===== config.mk =====
export PLATFORM = sky130hd
export DESIGN_NAME = soc_top
export DESIGN_NICKNAME = d
export VERILOG_FILES = /design/src/common/bus_pkg.sv /design/src/common/serial_pkg.sv /design/src/design/mmu_decode.sv /design/src/design/mmu_execute.sv /design/src/design/mmu_result.sv /design/src/serial/spart_tx.sv /design/src/serial/spart_rx.sv /design/src/design/soc_top.sv
export SDC_FILE = /design/constraint.sdc
export NUM_CORES = 2
export LEC_CHECK = 0
export BUFFER_PORTS_ARGS = -buffer_cell sky130_fd_sc_hd__buf_2
export CAP_MARGIN = 20
export CORE_ASPECT_RATIO = 1.2
export CORE_MARGIN = 10
export CORE_UTILIZATION = 45
export DETAILED_ROUTE_END_ITERATION = 8
export HOLD_SLACK_MARGIN = 0.05
export RECOVER_POWER = 50
export SLEW_MARGIN = 20
export SYNTH_ARGS = -nofsm -noshare
export SYNTH_HDL_FRONTEND = slang
export SYNTH_SLANG_ARGS = --single-unit

===== constraint.sdc =====
create_clock -name clk -period 4.2 [get_ports clk]
set_input_delay 0.21 -clock clk [delete_from_list [all_inputs] [get_ports clk]]
set_output_delay 0.21 -clock clk [all_outputs]
set_load 0.01 [all_outputs]

===== src/common/bus_pkg.sv =====
`default_nettype none

package bus_pkg;

	//////////////////////////////////////////////////
	// Address map
	//////////////////////////////////////////////////

	localparam int ADDR_W    = 12;
	localparam int RAM_WORDS = 64;
	localparam int RAM_IDX_W = $clog2(RAM_WORDS);

	// Byte addresses, word aligned
	localparam logic [ADDR_W-1:0] RAM_LIMIT   = ADDR_W'(RAM_WORDS * 4);
	localparam logic [ADDR_W-1:0] ADDR_TX     = 12'h100;
	localparam logic [ADDR_W-1:0] ADDR_RX     = 12'h104;
	localparam logic [ADDR_W-1:0] ADDR_STATUS = 12'h108;
	localparam logic [ADDR_W-1:0] ADDR_CYCLES = 12'h10C;
	localparam logic [ADDR_W-1:0] ADDR_HALT   = 12'h110;

	localparam logic [31:0] UNMAPPED_DATA = 32'hBAD0_ADD5;

	// Status word bits
	localparam int STATUS_TX_FULL  = 0;
	localparam int STATUS_RX_EMPTY = 1;

	//////////////////////////////////////////////////
	// Types
	//////////////////////////////////////////////////

	typedef enum logic [1:0] {
		OP_READ  = 2'd0,
		OP_WRITE = 2'd1
	} bus_op_e;

	typedef enum logic [2:0] {
		REGION_RAM    = 3'd0,
		REGION_TX     = 3'd1,
		REGION_RX     = 3'd2,
		REGION_STATUS = 3'd3,
		REGION_CYCLES = 3'd4,
		REGION_HALT   = 3'd5,
		REGION_NONE   = 3'd6
	} region_e;

	typedef struct packed {
		logic              valid;
		bus_op_e           op;
		logic [ADDR_W-1:0] addr;
		logic [31:0]       wdata;
		logic [3:0]        be;
	} bus_req_t;

	typedef struct packed {
		logic        valid;
		logic [31:0] rdata;
	} bus_rsp_t;

	// Decoded request held between decode and execute
	typedef struct packed {
		logic                 valid;
		bus_op_e              op;
		region_e              region;
		logic [RAM_IDX_W-1:0] ram_idx;
		logic [31:0]          wdata;
		logic [3:0]           be;
	} stage_t;

	// Execute to result, raw read data plus where it came from
	typedef struct packed {
		bus_rsp_t rsp;
		region_e  region;
	} exec_t;

endpackage

`default_nettype wire


===== src/common/serial_pkg.sv =====
`default_nettype none

package serial_pkg;

	// 8N1 framing
	localparam int BIT_CYCLES = 4;
	localparam int FRAME_BITS = 10;

	localparam int TX_DEPTH = 4;
	localparam int RX_DEPTH = 4;

	localparam int BIT_CNT_W   = $clog2(BIT_CYCLES);
	localparam int FRAME_CNT_W = $clog2(FRAME_BITS);
	localparam int TX_PTR_W    = $clog2(TX_DEPTH);
	localparam int RX_PTR_W    = $clog2(RX_DEPTH);

	// Counter end values
	localparam logic [BIT_CNT_W-1:0]   BIT_LAST   = BIT_CNT_W'(BIT_CYCLES - 1);
	localparam logic [BIT_CNT_W-1:0]   BIT_HALF   = BIT_CNT_W'(BIT_CYCLES / 2);
	localparam logic [FRAME_CNT_W-1:0] FRAME_LAST = FRAME_CNT_W'(FRAME_BITS - 1);
	localparam logic [RX_PTR_W:0]      RX_FULL    = (RX_PTR_W + 1)'(RX_DEPTH);

	typedef logic [2:0] credit_t;

	// One credit per free transmit FIFO slot
	localparam credit_t CREDIT_INIT = credit_t'(TX_DEPTH);

endpackage

`default_nettype wire


===== src/design/mmu_decode.sv =====
`default_nettype none

module mmu_decode (
	input  wire logic              clk,
	input  wire logic              rst,
	input  wire bus_pkg::bus_req_t req,
	input  wire logic              stall,
	output bus_pkg::stage_t        stage
);

	bus_pkg::region_e region;

	// Address to region
	always_comb begin
		if (req.addr < bus_pkg::RAM_LIMIT) begin
			region = bus_pkg::REGION_RAM;
		end else begin
			case (req.addr)
				bus_pkg::ADDR_TX:     region = bus_pkg::REGION_TX;
				bus_pkg::ADDR_RX:     region = bus_pkg::REGION_RX;
				bus_pkg::ADDR_STATUS: region = bus_pkg::REGION_STATUS;
				bus_pkg::ADDR_CYCLES: region = bus_pkg::REGION_CYCLES;
				bus_pkg::ADDR_HALT:   region = bus_pkg::REGION_HALT;
				default:              region = bus_pkg::REGION_NONE;
			endcase
		end
	end

	// Held while execute is stalled on a transmit write
	always_ff @(posedge clk) begin
		if (!stall) begin
			stage.op      <= req.op;
			stage.region  <= region;
			stage.ram_idx <= req.addr[bus_pkg::RAM_IDX_W+1:2];
			stage.wdata   <= req.wdata;
			stage.be      <= req.be;
		end
		if (rst) begin
			stage.valid <= 1'b0;
		end else if (!stall) begin
			stage.valid <= req.valid;
		end
	end

endmodule

`default_nettype wire


===== src/design/mmu_execute.sv =====
`default_nettype none

module mmu_execute (
	input  wire logic             clk,
	input  wire logic             rst,
	input  wire bus_pkg::stage_t  stage,
	input  wire logic [7:0]       rx_byte,
	input  wire logic             rx_empty,
	input  wire logic             credit_return,
	output logic                  stall,
	output logic                  tx_push,
	output logic [7:0]            tx_byte,
	output logic                  rx_pop,
	output bus_pkg::exec_t        result
);

	logic [31:0] ram [bus_pkg::RAM_WORDS];

	serial_pkg::credit_t credits;
	logic [31:0]         cycles;
	logic                halted;

	logic           is_read;
	logic           is_write;
	logic           tx_item;
	logic           ram_write;
	logic           halt_write;
	logic [31:0]    status;
	logic [31:0]    rdata;
	bus_pkg::exec_t result_q;

	//////////////////////////////////////////////////
	// Access decode
	//////////////////////////////////////////////////

	always_comb begin
		is_read    = stage.valid && stage.op == bus_pkg::OP_READ;
		is_write   = stage.valid && stage.op == bus_pkg::OP_WRITE;
		tx_item    = is_write && stage.region == bus_pkg::REGION_TX;
		ram_write  = is_write && stage.region == bus_pkg::REGION_RAM;
		halt_write = is_write && stage.region == bus_pkg::REGION_HALT;

		// No credit left means the transmit FIFO is full
		stall   = tx_item && credits == '0;
		tx_push = tx_item && credits != '0;
		tx_byte = stage.wdata[7:0];
		rx_pop  = is_read && stage.region == bus_pkg::REGION_RX && !rx_empty;
	end

	always_comb begin
		status = '0;
		status[bus_pkg::STATUS_TX_FULL]  = credits == '0;
		status[bus_pkg::STATUS_RX_EMPTY] = rx_empty;

		case (stage.region)
			bus_pkg::REGION_RAM:    rdata = ram[stage.ram_idx];
			bus_pkg::REGION_RX:     rdata = rx_empty ? '0 : {24'd0, rx_byte};
			bus_pkg::REGION_STATUS: rdata = status;
			bus_pkg::REGION_CYCLES: rdata = cycles;
			default:                rdata = '0;
		endcase
	end

	//////////////////////////////////////////////////
	// State
	//////////////////////////////////////////////////

	// Byte-masked RAM write
	always_ff @(posedge clk) begin
		if (ram_write) begin
			for (int b = 0; b < 4; b++) begin
				if (stage.be[b]) begin
					ram[stage.ram_idx][8*b +: 8] <= stage.wdata[8*b +: 8];
				end
			end
		end
	end

	always_ff @(posedge clk) begin
		if (rst) begin
			credits <= serial_pkg::CREDIT_INIT;
		end else begin
			case ({credit_return, tx_push})
				2'b10:   credits <= credits + 1'b1;
				2'b01:   credits <= credits - 1'b1;
				default: credits <= credits;
			endcase
		end
	end

	// Cycle counter stops for good once halt is written
	always_ff @(posedge clk) begin
		if (rst) begin
			cycles <= '0;
			halted <= 1'b0;
		end else begin
			if (halt_write) begin
				halted <= 1'b1;
			end
			if (!halted) begin
				cycles <= cycles + 32'd1;
			end
		end
	end

	// Result register freezes during a stall so an earlier read is not lost
	always_ff @(posedge clk) begin
		if (!stall) begin
			result_q.rsp.rdata <= rdata;
			result_q.region    <= stage.region;
		end
		if (rst) begin
			result_q.rsp.valid <= 1'b0;
		end else if (!stall) begin
			result_q.rsp.valid <= is_read;
		end
	end

	always_comb begin
		result           = result_q;
		result.rsp.valid = result_q.rsp.valid && !stall;
	end

endmodule

`default_nettype wire


===== src/design/mmu_result.sv =====
`default_nettype none

module mmu_result (
	input  wire logic           clk,
	input  wire logic           rst,
	input  wire bus_pkg::exec_t result,
	output bus_pkg::bus_rsp_t   rsp
);

	logic [31:0] rdata;

	// Unmapped reads get a fixed marker pattern
	always_comb begin
		if (result.region == bus_pkg::REGION_NONE) begin
			rdata = bus_pkg::UNMAPPED_DATA;
		end else begin
			rdata = result.rsp.rdata;
		end
	end

	always_ff @(posedge clk) begin
		rsp.rdata <= rdata;
		if (rst) begin
			rsp.valid <= 1'b0;
		end else begin
			// Only reads carry a valid bit from execute
			rsp.valid <= result.rsp.valid;
		end
	end

endmodule

`default_nettype wire


===== src/serial/spart_tx.sv =====
`default_nettype none

module spart_tx (
	input  wire logic       clk,
	input  wire logic       rst,
	input  wire logic       tx_push,
	input  wire logic [7:0] tx_byte,
	output logic            credit_return,
	output logic            txd
);

	logic [7:0] fifo [serial_pkg::TX_DEPTH];

	logic [serial_pkg::TX_PTR_W-1:0]    wr_ptr;
	logic [serial_pkg::TX_PTR_W-1:0]    rd_ptr;
	logic [serial_pkg::TX_PTR_W:0]      count;
	logic                               busy;
	logic                               load;
	logic [serial_pkg::FRAME_BITS-1:0]  shift;
	logic [serial_pkg::BIT_CNT_W-1:0]   cyc_cnt;
	logic [serial_pkg::FRAME_CNT_W-1:0] bit_cnt;

	// Shifter idle with a byte waiting, move it out and free its slot
	assign load          = !busy && count != '0;
	assign credit_return = load;
	assign txd           = shift[0];

	//////////////////////////////////////////////////
	// FIFO
	//////////////////////////////////////////////////

	always_ff @(posedge clk) begin
		if (tx_push) begin
			fifo[wr_ptr] <= tx_byte;
		end
	end

	always_ff @(posedge clk) begin
		if (rst) begin
			wr_ptr <= '0;
			rd_ptr <= '0;
			count  <= '0;
		end else begin
			if (tx_push) begin
				wr_ptr <= wr_ptr + 1'b1;
			end
			if (load) begin
				rd_ptr <= rd_ptr + 1'b1;
			end
			case ({tx_push, load})
				2'b10:   count <= count + 1'b1;
				2'b01:   count <= count - 1'b1;
				default: count <= count;
			endcase
		end
	end

	//////////////////////////////////////////////////
	// Shifter, LSB first
	//////////////////////////////////////////////////

	always_ff @(posedge clk) begin
		if (rst) begin
			busy    <= 1'b0;
			shift   <= '1;
			cyc_cnt <= '0;
			bit_cnt <= '0;
		end else if (load) begin
			busy    <= 1'b1;
			shift   <= {1'b1, fifo[rd_ptr], 1'b0};
			cyc_cnt <= '0;
			bit_cnt <= '0;
		end else if (busy) begin
			if (cyc_cnt == serial_pkg::BIT_LAST) begin
				cyc_cnt <= '0;
				// Ones fill in behind, so the line idles high
				shift   <= {1'b1, shift[serial_pkg::FRAME_BITS-1:1]};
				if (bit_cnt == serial_pkg::FRAME_LAST) begin
					busy <= 1'b0;
				end else begin
					bit_cnt <= bit_cnt + 1'b1;
				end
			end else begin
				cyc_cnt <= cyc_cnt + 1'b1;
			end
		end
	end

endmodule

`default_nettype wire


===== src/serial/spart_rx.sv =====
`default_nettype none

module spart_rx (
	input  wire logic  clk,
	input  wire logic  rst,
	input  wire logic  rxd,
	input  wire logic  rx_pop,
	output logic [7:0] rx_byte,
	output logic       rx_empty
);

	logic [7:0] fifo [serial_pkg::RX_DEPTH];

	logic                               rxd_meta;
	logic                               rxd_sync;
	logic                               rxd_prev;
	logic                               busy;
	logic [serial_pkg::BIT_CNT_W-1:0]   cyc_cnt;
	logic [serial_pkg::FRAME_CNT_W-1:0] bit_cnt;
	logic [7:0]                         data;
	logic                               sample;
	logic                               push;
	logic                               pop;
	logic [serial_pkg::RX_PTR_W-1:0]    wr_ptr;
	logic [serial_pkg::RX_PTR_W-1:0]    rd_ptr;
	logic [serial_pkg::RX_PTR_W:0]      count;

	// Sample point, about mid-bit
	assign sample = busy && cyc_cnt == serial_pkg::BIT_LAST;
	// Good stop bit and room left, otherwise the byte is dropped
	assign push = sample && bit_cnt == serial_pkg::FRAME_LAST && rxd_sync
		&& count != serial_pkg::RX_FULL;
	assign pop      = rx_pop && count != '0;
	assign rx_byte  = fifo[rd_ptr];
	assign rx_empty = count == '0;

	always_ff @(posedge clk) begin
		if (rst) begin
			rxd_meta <= 1'b1;
			rxd_sync <= 1'b1;
			rxd_prev <= 1'b1;
		end else begin
			rxd_meta <= rxd;
			rxd_sync <= rxd_meta;
			rxd_prev <= rxd_sync;
		end
	end

	//////////////////////////////////////////////////
	// Frame sampler
	//////////////////////////////////////////////////

	always_ff @(posedge clk) begin
		if (rst) begin
			busy    <= 1'b0;
			cyc_cnt <= '0;
			bit_cnt <= '0;
		end else if (!busy) begin
			// Falling edge starts a frame, first sample half a bit later
			if (rxd_prev && !rxd_sync) begin
				busy    <= 1'b1;
				cyc_cnt <= serial_pkg::BIT_HALF;
				bit_cnt <= '0;
			end
		end else if (sample) begin
			cyc_cnt <= '0;
			if (bit_cnt == '0 && rxd_sync) begin
				busy <= 1'b0;
			end else if (bit_cnt == serial_pkg::FRAME_LAST) begin
				busy <= 1'b0;
			end else begin
				bit_cnt <= bit_cnt + 1'b1;
			end
		end else begin
			cyc_cnt <= cyc_cnt + 1'b1;
		end
	end

	always_ff @(posedge clk) begin
		if (sample && bit_cnt != '0 && bit_cnt != serial_pkg::FRAME_LAST) begin
			data <= {rxd_sync, data[7:1]};
		end
	end

	//////////////////////////////////////////////////
	// FIFO
	//////////////////////////////////////////////////

	always_ff @(posedge clk) begin
		if (push) begin
			fifo[wr_ptr] <= data;
		end
	end

	always_ff @(posedge clk) begin
		if (rst) begin
			wr_ptr <= '0;
			rd_ptr <= '0;
			count  <= '0;
		end else begin
			if (push) begin
				wr_ptr <= wr_ptr + 1'b1;
			end
			if (pop) begin
				rd_ptr <= rd_ptr + 1'b1;
			end
			case ({push, pop})
				2'b10:   count <= count + 1'b1;
				2'b01:   count <= count - 1'b1;
				default: count <= count;
			endcase
		end
	end

endmodule

`default_nettype wire


===== src/design/soc_top.sv =====
`default_nettype none

module soc_top (
	input  wire logic              clk,
	input  wire logic              rst,
	input  wire bus_pkg::bus_req_t req,
	output bus_pkg::bus_rsp_t      rsp,
	output logic                   stall,
	input  wire logic              rxd,
	output logic                   txd
);

	bus_pkg::stage_t stage;
	bus_pkg::exec_t  result;

	// Serial port side
	logic       tx_push;
	logic [7:0] tx_byte;
	logic       credit_return;
	logic       rx_pop;
	logic [7:0] rx_byte;
	logic       rx_empty;

	//////////////////////////////////////////////////
	// MMU pipeline
	//////////////////////////////////////////////////

	mmu_decode mmu_decode_inst (
		.clk   (clk),
		.rst   (rst),
		.req   (req),
		.stall (stall),
		.stage (stage)
	);

	mmu_execute mmu_execute_inst (
		.clk           (clk),
		.rst           (rst),
		.stage         (stage),
		.rx_byte       (rx_byte),
		.rx_empty      (rx_empty),
		.credit_return (credit_return),
		.stall         (stall),
		.tx_push       (tx_push),
		.tx_byte       (tx_byte),
		.rx_pop        (rx_pop),
		.result        (result)
	);

	mmu_result mmu_result_inst (
		.clk    (clk),
		.rst    (rst),
		.result (result),
		.rsp    (rsp)
	);

	//////////////////////////////////////////////////
	// Serial port
	//////////////////////////////////////////////////

	spart_tx spart_tx_inst (
		.clk           (clk),
		.rst           (rst),
		.tx_push       (tx_push),
		.tx_byte       (tx_byte),
		.credit_return (credit_return),
		.txd           (txd)
	);

	spart_rx spart_rx_inst (
		.clk      (clk),
		.rst      (rst),
		.rxd      (rxd),
		.rx_pop   (rx_pop),
		.rx_byte  (rx_byte),
		.rx_empty (rx_empty)
	);

endmodule

`default_nettype wire


After elaboration in Yosys (flattened, before gate mapping)
Memory sizes are Yosys's and may differ from the RTL's. A register that Yosys moved wholly into a read port is not among the register bits.
Index checks and enable logic that the tools add are counted.
{ "op_classes": {"reduce_logical": 43, "bitwise": 1, "magnitude_cmp": 1, "addsub": 15, "n_mux": 48, "eq_ne": 27} }
{ "ops": {"columns": ["operator", "n"], "rows": [
  ["one-hot mux 32 bit (4 select lines)", 1],
  ["== test 12 x 9 -> 1 bit, second input constant", 5],
  ["adder 32 x 1 -> 32 bit, second input constant", 1],
  ["2-to-1 mux 9 bit", 3],
  ["2-to-1 mux 1 bit", 25],
  ["logical AND 1 bit", 20],
  ["2-to-1 mux 4 bit", 5],
  ["one-hot mux 3 bit (2 select lines)", 3],
  ["2-to-1 mux 2 bit", 8],
  ["one-hot mux 3 bit (5 select lines)", 1],
  ["adder 2 x 1 -> 2 bit, second input constant", 6],
  ["less-than comparator 12 x 9 -> 1 bit, second input constant", 1],
  ["nonzero test 2 bit", 6],
  ["== test 2 bit, second input constant", 5],
  ["adder 3 x 1 -> 3 bit, second input constant", 3],
  ["== test 3 bit, second input constant", 3],
  ["zero test 3 bit", 3],
  ["nonzero test 3 bit", 3],
  ["subtractor 3 x 1 -> 3 bit, second input constant", 3],
  ["adder 4 x 1 -> 4 bit, second input constant", 2],
  ["== test 2 x 1 -> 1 bit, second input constant", 4],
  ["== test 4 bit, second input constant", 2],
  ["2-to-1 mux 8 bit", 1],
  ["== test 3 x 2 -> 1 bit, second input constant", 2],
  ["14 further kinds", 19]
]} }
{ "word_totals": {"out_inout_bits": 35, "inputBits": 54, "mem_bits_rw": 2112, "elab_cells": 169, "memories": 3, "regBits": 201} }
{ "mem_list": {"columns": ["name", "words", "width", "read_ports", "rd_ports_with_merged_regs", "write_ports", "line", "text"], "rows": [
  ["mmu_execute_inst.ram", 64, 32, 1, 1, 1, "mmu_execute.sv:17", "logic [31:0] ram [bus_pkg::RAM_WORDS];"],
  ["spart_rx_inst.fifo", 4, 8, 1, 1, 1, "spart_rx.sv:12", "logic [7:0] fifo [serial_pkg::RX_DEPTH];"],
  ["spart_tx_inst.fifo", 4, 8, 1, 1, 1, "spart_tx.sv:12", "logic [7:0] fifo [serial_pkg::TX_DEPTH];"]
]} }

Logic depth before layout (Yosys ltp)
{ "logic_depth": {"ltp_word": 7, "depth_mapped": 12, "depth_no_buf": 12} }

Modules after synthesis
Synthesis repeated with hierarchy kept, for this count alone.
{ "hier_totals": {"cells_unflattened": 5214, "hier_area_um2": 90958.5} }
{ "modules_own_cells": {"columns": ["module", "instances", "area_per_inst_um2", "cells_each", "seq_area_each_um2"], "rows": [
  ["mmu_execute", 1, 83759.1, 4764, 63290.7],
  ["spart_rx", 1, 2391.0, 157, 1581.5],
  ["spart_tx", 1, 2309.7, 160, 1461.4],
  ["mmu_decode", 1, 1546.5, 63, 1431.4],
  ["mmu_result", 1, 952.2, 70, 660.6]
]} }

Least setup slack after synthesis
OpenSTA, ideal clock, no wires.
{ "synth_timing": {"kind": "reg2reg", "startpoint": "reg mmu_decode_inst.stage[43] (netlist name)", "endpoint": "reg mmu_decode_inst.stage[0] (netlist name)", "t_required_ns": 3.764, "setup_time_ns": 0.436, "path_slack_ns": 0.900, "stages_incl_launch_ff": 7, "path_buffers": 2, "synth_period_minus_slack_ns": 3.300, "arrival_time_ns": 2.865, "path_cell_list": "edfxtp_1 clkbuf_1 or3_1 inv_1 and3_1 clkbuf_1 inv_1"} }
{ "synth_between": {"elab_chain_len": 3} }
{ "synth_lines": {"columns": ["element", "line", "text"], "rows": [
  ["== test 3 x 1 -> 1 bit", "mmu_execute.sv:39", "tx_item = is_write && stage.region == bus_pkg::REGION_TX;"],
  ["logical AND 1 bit", "mmu_execute.sv:39", null],
  ["logical AND 1 bit", "mmu_execute.sv:44", "stall = tx_item && credits == '0;"],
  ["named net stall", "soc_top.sv:8", "output logic stall,"]
]} }
The timed path passes the listed nets, and every way through them passes these cells.
A chain may end at the register's enable or synchronous reset.

==> impl_metrics.tcl <==
set metrics [dict create \
    worstSetupPathType "flop to flop" \
    grt_start_max_net_pins 87 \
    power.static_leakage_uw 0.03313 \
    cp_max_fo 49 \
    port_buffers 88 \
    slew_viol_final 2183 \
    fin_nets 5080 \
    dieArea_sq_mm 0.2179 \
    dpl_cell_area_sq_mm 0.09570 \
    yosysSeqAreaShare 0.7634 \
    synth_seq_cells 2323 \
    ios 89 \
    fin_skew_ps 69.78 \
    drive_gt1_frac 0.2599 \
    final_common_cell "edfxtp_1" \
    grt_pass1_wl_um 367900 \
    num_rows 179 \
    cts.htree.levels 4 \
    p_sw_frac 0.2147 \
    synthDistinctLibCells 69 \
    synth_top_flop_cell "edfxtp_1" \
    powerDensity_mw_per_mm2 462.0 \
    clkLatencyLatePin_ps 890 \
    maxCapViolations 34 \
    drc_errors 0 \
    switchingPower_uw 10280 \
    p_int_uw 37610 \
    outcome "finished with violations" \
    fill_cells 15730 \
    cts_buffers 223 \
    grt.total_usage 0.2389 \
    syn_to_final_growth_pct 15.44 \
    setup_viol 0 \
    yosysWarnings 0 \
    finalHoldViolCount 0 \
    postRouteWirelength_um 260900 \
    start_util 0.4525 \
    hold_path_class "input pin to flop" \
    drt_iter0_drc 6033 \
    slew_headroom -1.419 \
    cts_tree "built" \
    antenna_found_initial 13 \
    timing.final.crit_period_ps 3876 \
    antenna_left 0 \
    cts_root_buf "clkbuf_16" \
    slowest_stage "dfxtp_4" \
    num_vias 47270 \
    grt_pass1_vias 47010 \
    core_sq_mm 0.1984 \
    fp.dieH_um 509.3 \
    p_seq_frac 0.534 \
    rsz0062_at_grt "false" \
    multi_input_area_sq_mm 0.01991 \
    clock_sinks 2323 \
    drt_first_pass_iters 8 \
    via_per_inst 6.038 \
    clockBufferDepth 3 \
    synth_nets 4507 \
    worstPathCellList "buf_12, mux4_2, mux2i_1, nor2_1, a2111oi_0, nand2_1" \
    die_x_um 427.8 \
    vdd_drop_max_mv 0.3240 \
    seqCellArea_sq_mm 0.06856 \
    syn_inst 4431 \
    violations "capacitance limit, slew limit" \
    tightest_slew_ps 3628 \
    final_core_util 0.5224 \
    max_stage_delay_ps 900 \
    place_congestion 0.8926 \
    final_cell_mix "edfxtp_1 (2202), mux4_2 (550), nor2_1 (364)" \
    postLayoutCellArea_sq_mm 0.1037 \
    cp-end-kind "flop" \
    r2r.worst_path.cells 6 \
    syn_area_per_cell_sq_um 20.26 \
    clock_power_share 0.420 \
    fmax_mhz 258.0 \
    arrival_ps 4480 \
    grt-ovfl-total 0 \
    wl_per_cell_um 33.33 \
    period_share 0.9229 \
    clk_pin_slew_ps 60 \
    async_reset_ff_frac 0 \
    synth_edf_count 2202 \
    required_ps 4800 \
    cp-start-kind "flop" \
    whs_path_depth 2 \
    syn_area_sq_mm 0.08979 \
    power_frac_comb 0.046 \
    hpwlAfterDp_um 170000 \
    setup-tns-final_ps 0 \
]
[final timing paths]
path	from	end	slack [ps]
max reg2reg	flop	mmu_execute_inst.result[29]	320
max	flop	mmu_execute_inst.result[29]	320
min reg2reg	spart_rx_inst.rxd_meta	spart_rx_inst.rxd_sync	430
min	req[27]	mmu_decode_inst.stage[27]	110
[registers in the layout, summed over array words and instances, names as in the netlist, 3 cells and up, named ones only]
register                  count
spart_rx_inst.bit_cnt         4
spart_rx_inst.fifo           32
spart_rx_inst.count           3
spart_rx_inst.data            8
mmu_execute_inst.result      35
mmu_execute_inst.credits      3
mmu_execute_inst.ram       2048
mmu_decode_inst.stage        48
spart_tx_inst.shift           9
mmu_execute_inst.cycles      32
mmu_result_inst.rsp          33
spart_tx_inst.fifo           32
spart_tx_inst.count           3
spart_tx_inst.bit_cnt         4
[power groups by stage]
stage	Clock, uW	Sequential, uW	Combinational [uW]
3_3_place_gp	0	26000	2160
4_1_cts	20400	25500	2250
3_5_place_dp	0	26000	2190
6_report	20100	25600	2220
2_1_floorplan	0	26100	1240
5_1_grt	21300	25600	2350
[cell usage after synthesis, types with 11 or more instances]
cell type	number	area share
a211oi_1	28	0.0023
clkbuf_1	98	0.0041
buf_1	22	0.00092
o22ai_1	44	0.0031
nor3b_1	11	0.00092
nor2_1	368	0.015
xor2_1	25	0.0024
buf_2	57	0.0032
o21ai_0	56	0.0031
a21oi_1	51	0.0028
nor3_1	45	0.0025
and2_1	33	0.0023
nor2b_1	13	0.00091
a221oi_1	20	0.0020
mux2i_1	96	0.011
nand2_1	205	0.0086
dfxtp_1	121	0.027
ha_1	19	0.0026
edfxtp_1	2202	0.74
nand2b_1	26	0.0018
buf_4	48	0.0040
nand3_1	36	0.0020
and3_1	16	0.0011
or3_1	11	0.00077
buf_6	13	0.0016
mux4_2	550	0.14
xnor2_1	18	0.0018
mux2_2	31	0.0039
inv_1	31	0.0013
[cell type report]
class,instances,share of cell area
antenna,6,0.0001448
clock inverter,131,0.01325
sequential,2323,0.6615
clock buffer,288,0.05708
inverter,33,0.001267
tap,2624,0.03167
multi-input combinational,1836,0.1921
timing repair buffer,587,0.04303
[cells by family after synthesis]
logic type / after synthesis / share of synthesized area
AO/OA/AOI/OAI: 283 / 0.02108
AND/OR/NAND/NOR: 811 / 0.04021
XOR/XNOR: 43 / 0.004194
multiplexers: 677 / 0.1525
flip-flops: 2323 / 0.7634
adder cells (fa/ha/maj): 22 / 0.003316
buffers and inverters: 272 / 0.01527
[metrics by stage]
stage | std cells | power (uW) | setup WS (ps) | hold slack, ps
floorplan | 4431 | 27330 | 899.6 | 308.9
global placement | 7319 | 28180 | 216.6 | 386.3
detailed placement | 7319 | 28210 | 265.6 | 388.4
CTS | 7822 | 48130 | 238.5 | 50.73
global route | 7823 | 49210 | 283.6 | 94.67
finish | 7828 | 47890 | 323.7 | 109.3
[routing by layer]
metal	vias up	share of wire	track usage
li1	19190	-	-
met1	25170	0.37	0.3090
met2	2373	0.49	0.3907
met3	525	0.088	0.05335
met4	6	0.048	0.1010
met5	-	0.00016	0
[critical path: cells and delay by family (launching register included)]
family | cells | cell delay, ps
buffers and inverters | 1 | 440
AO/OA/AOI/OAI | 1 | 410
multiplexers | 2 | 1280
flip-flops | 1 | 900
AND/OR/NAND/NOR | 2 | 430
[what timing repair did]
item / in CTS / in global routing
setup buffers: 0 / 0
hold endpoints to repair: 112 / 0
setup endpoints to repair: 0 / 0
gates resized for setup: 0 / 0
hold buffers: 84 / 0
(Power assumes the default switching activity.)
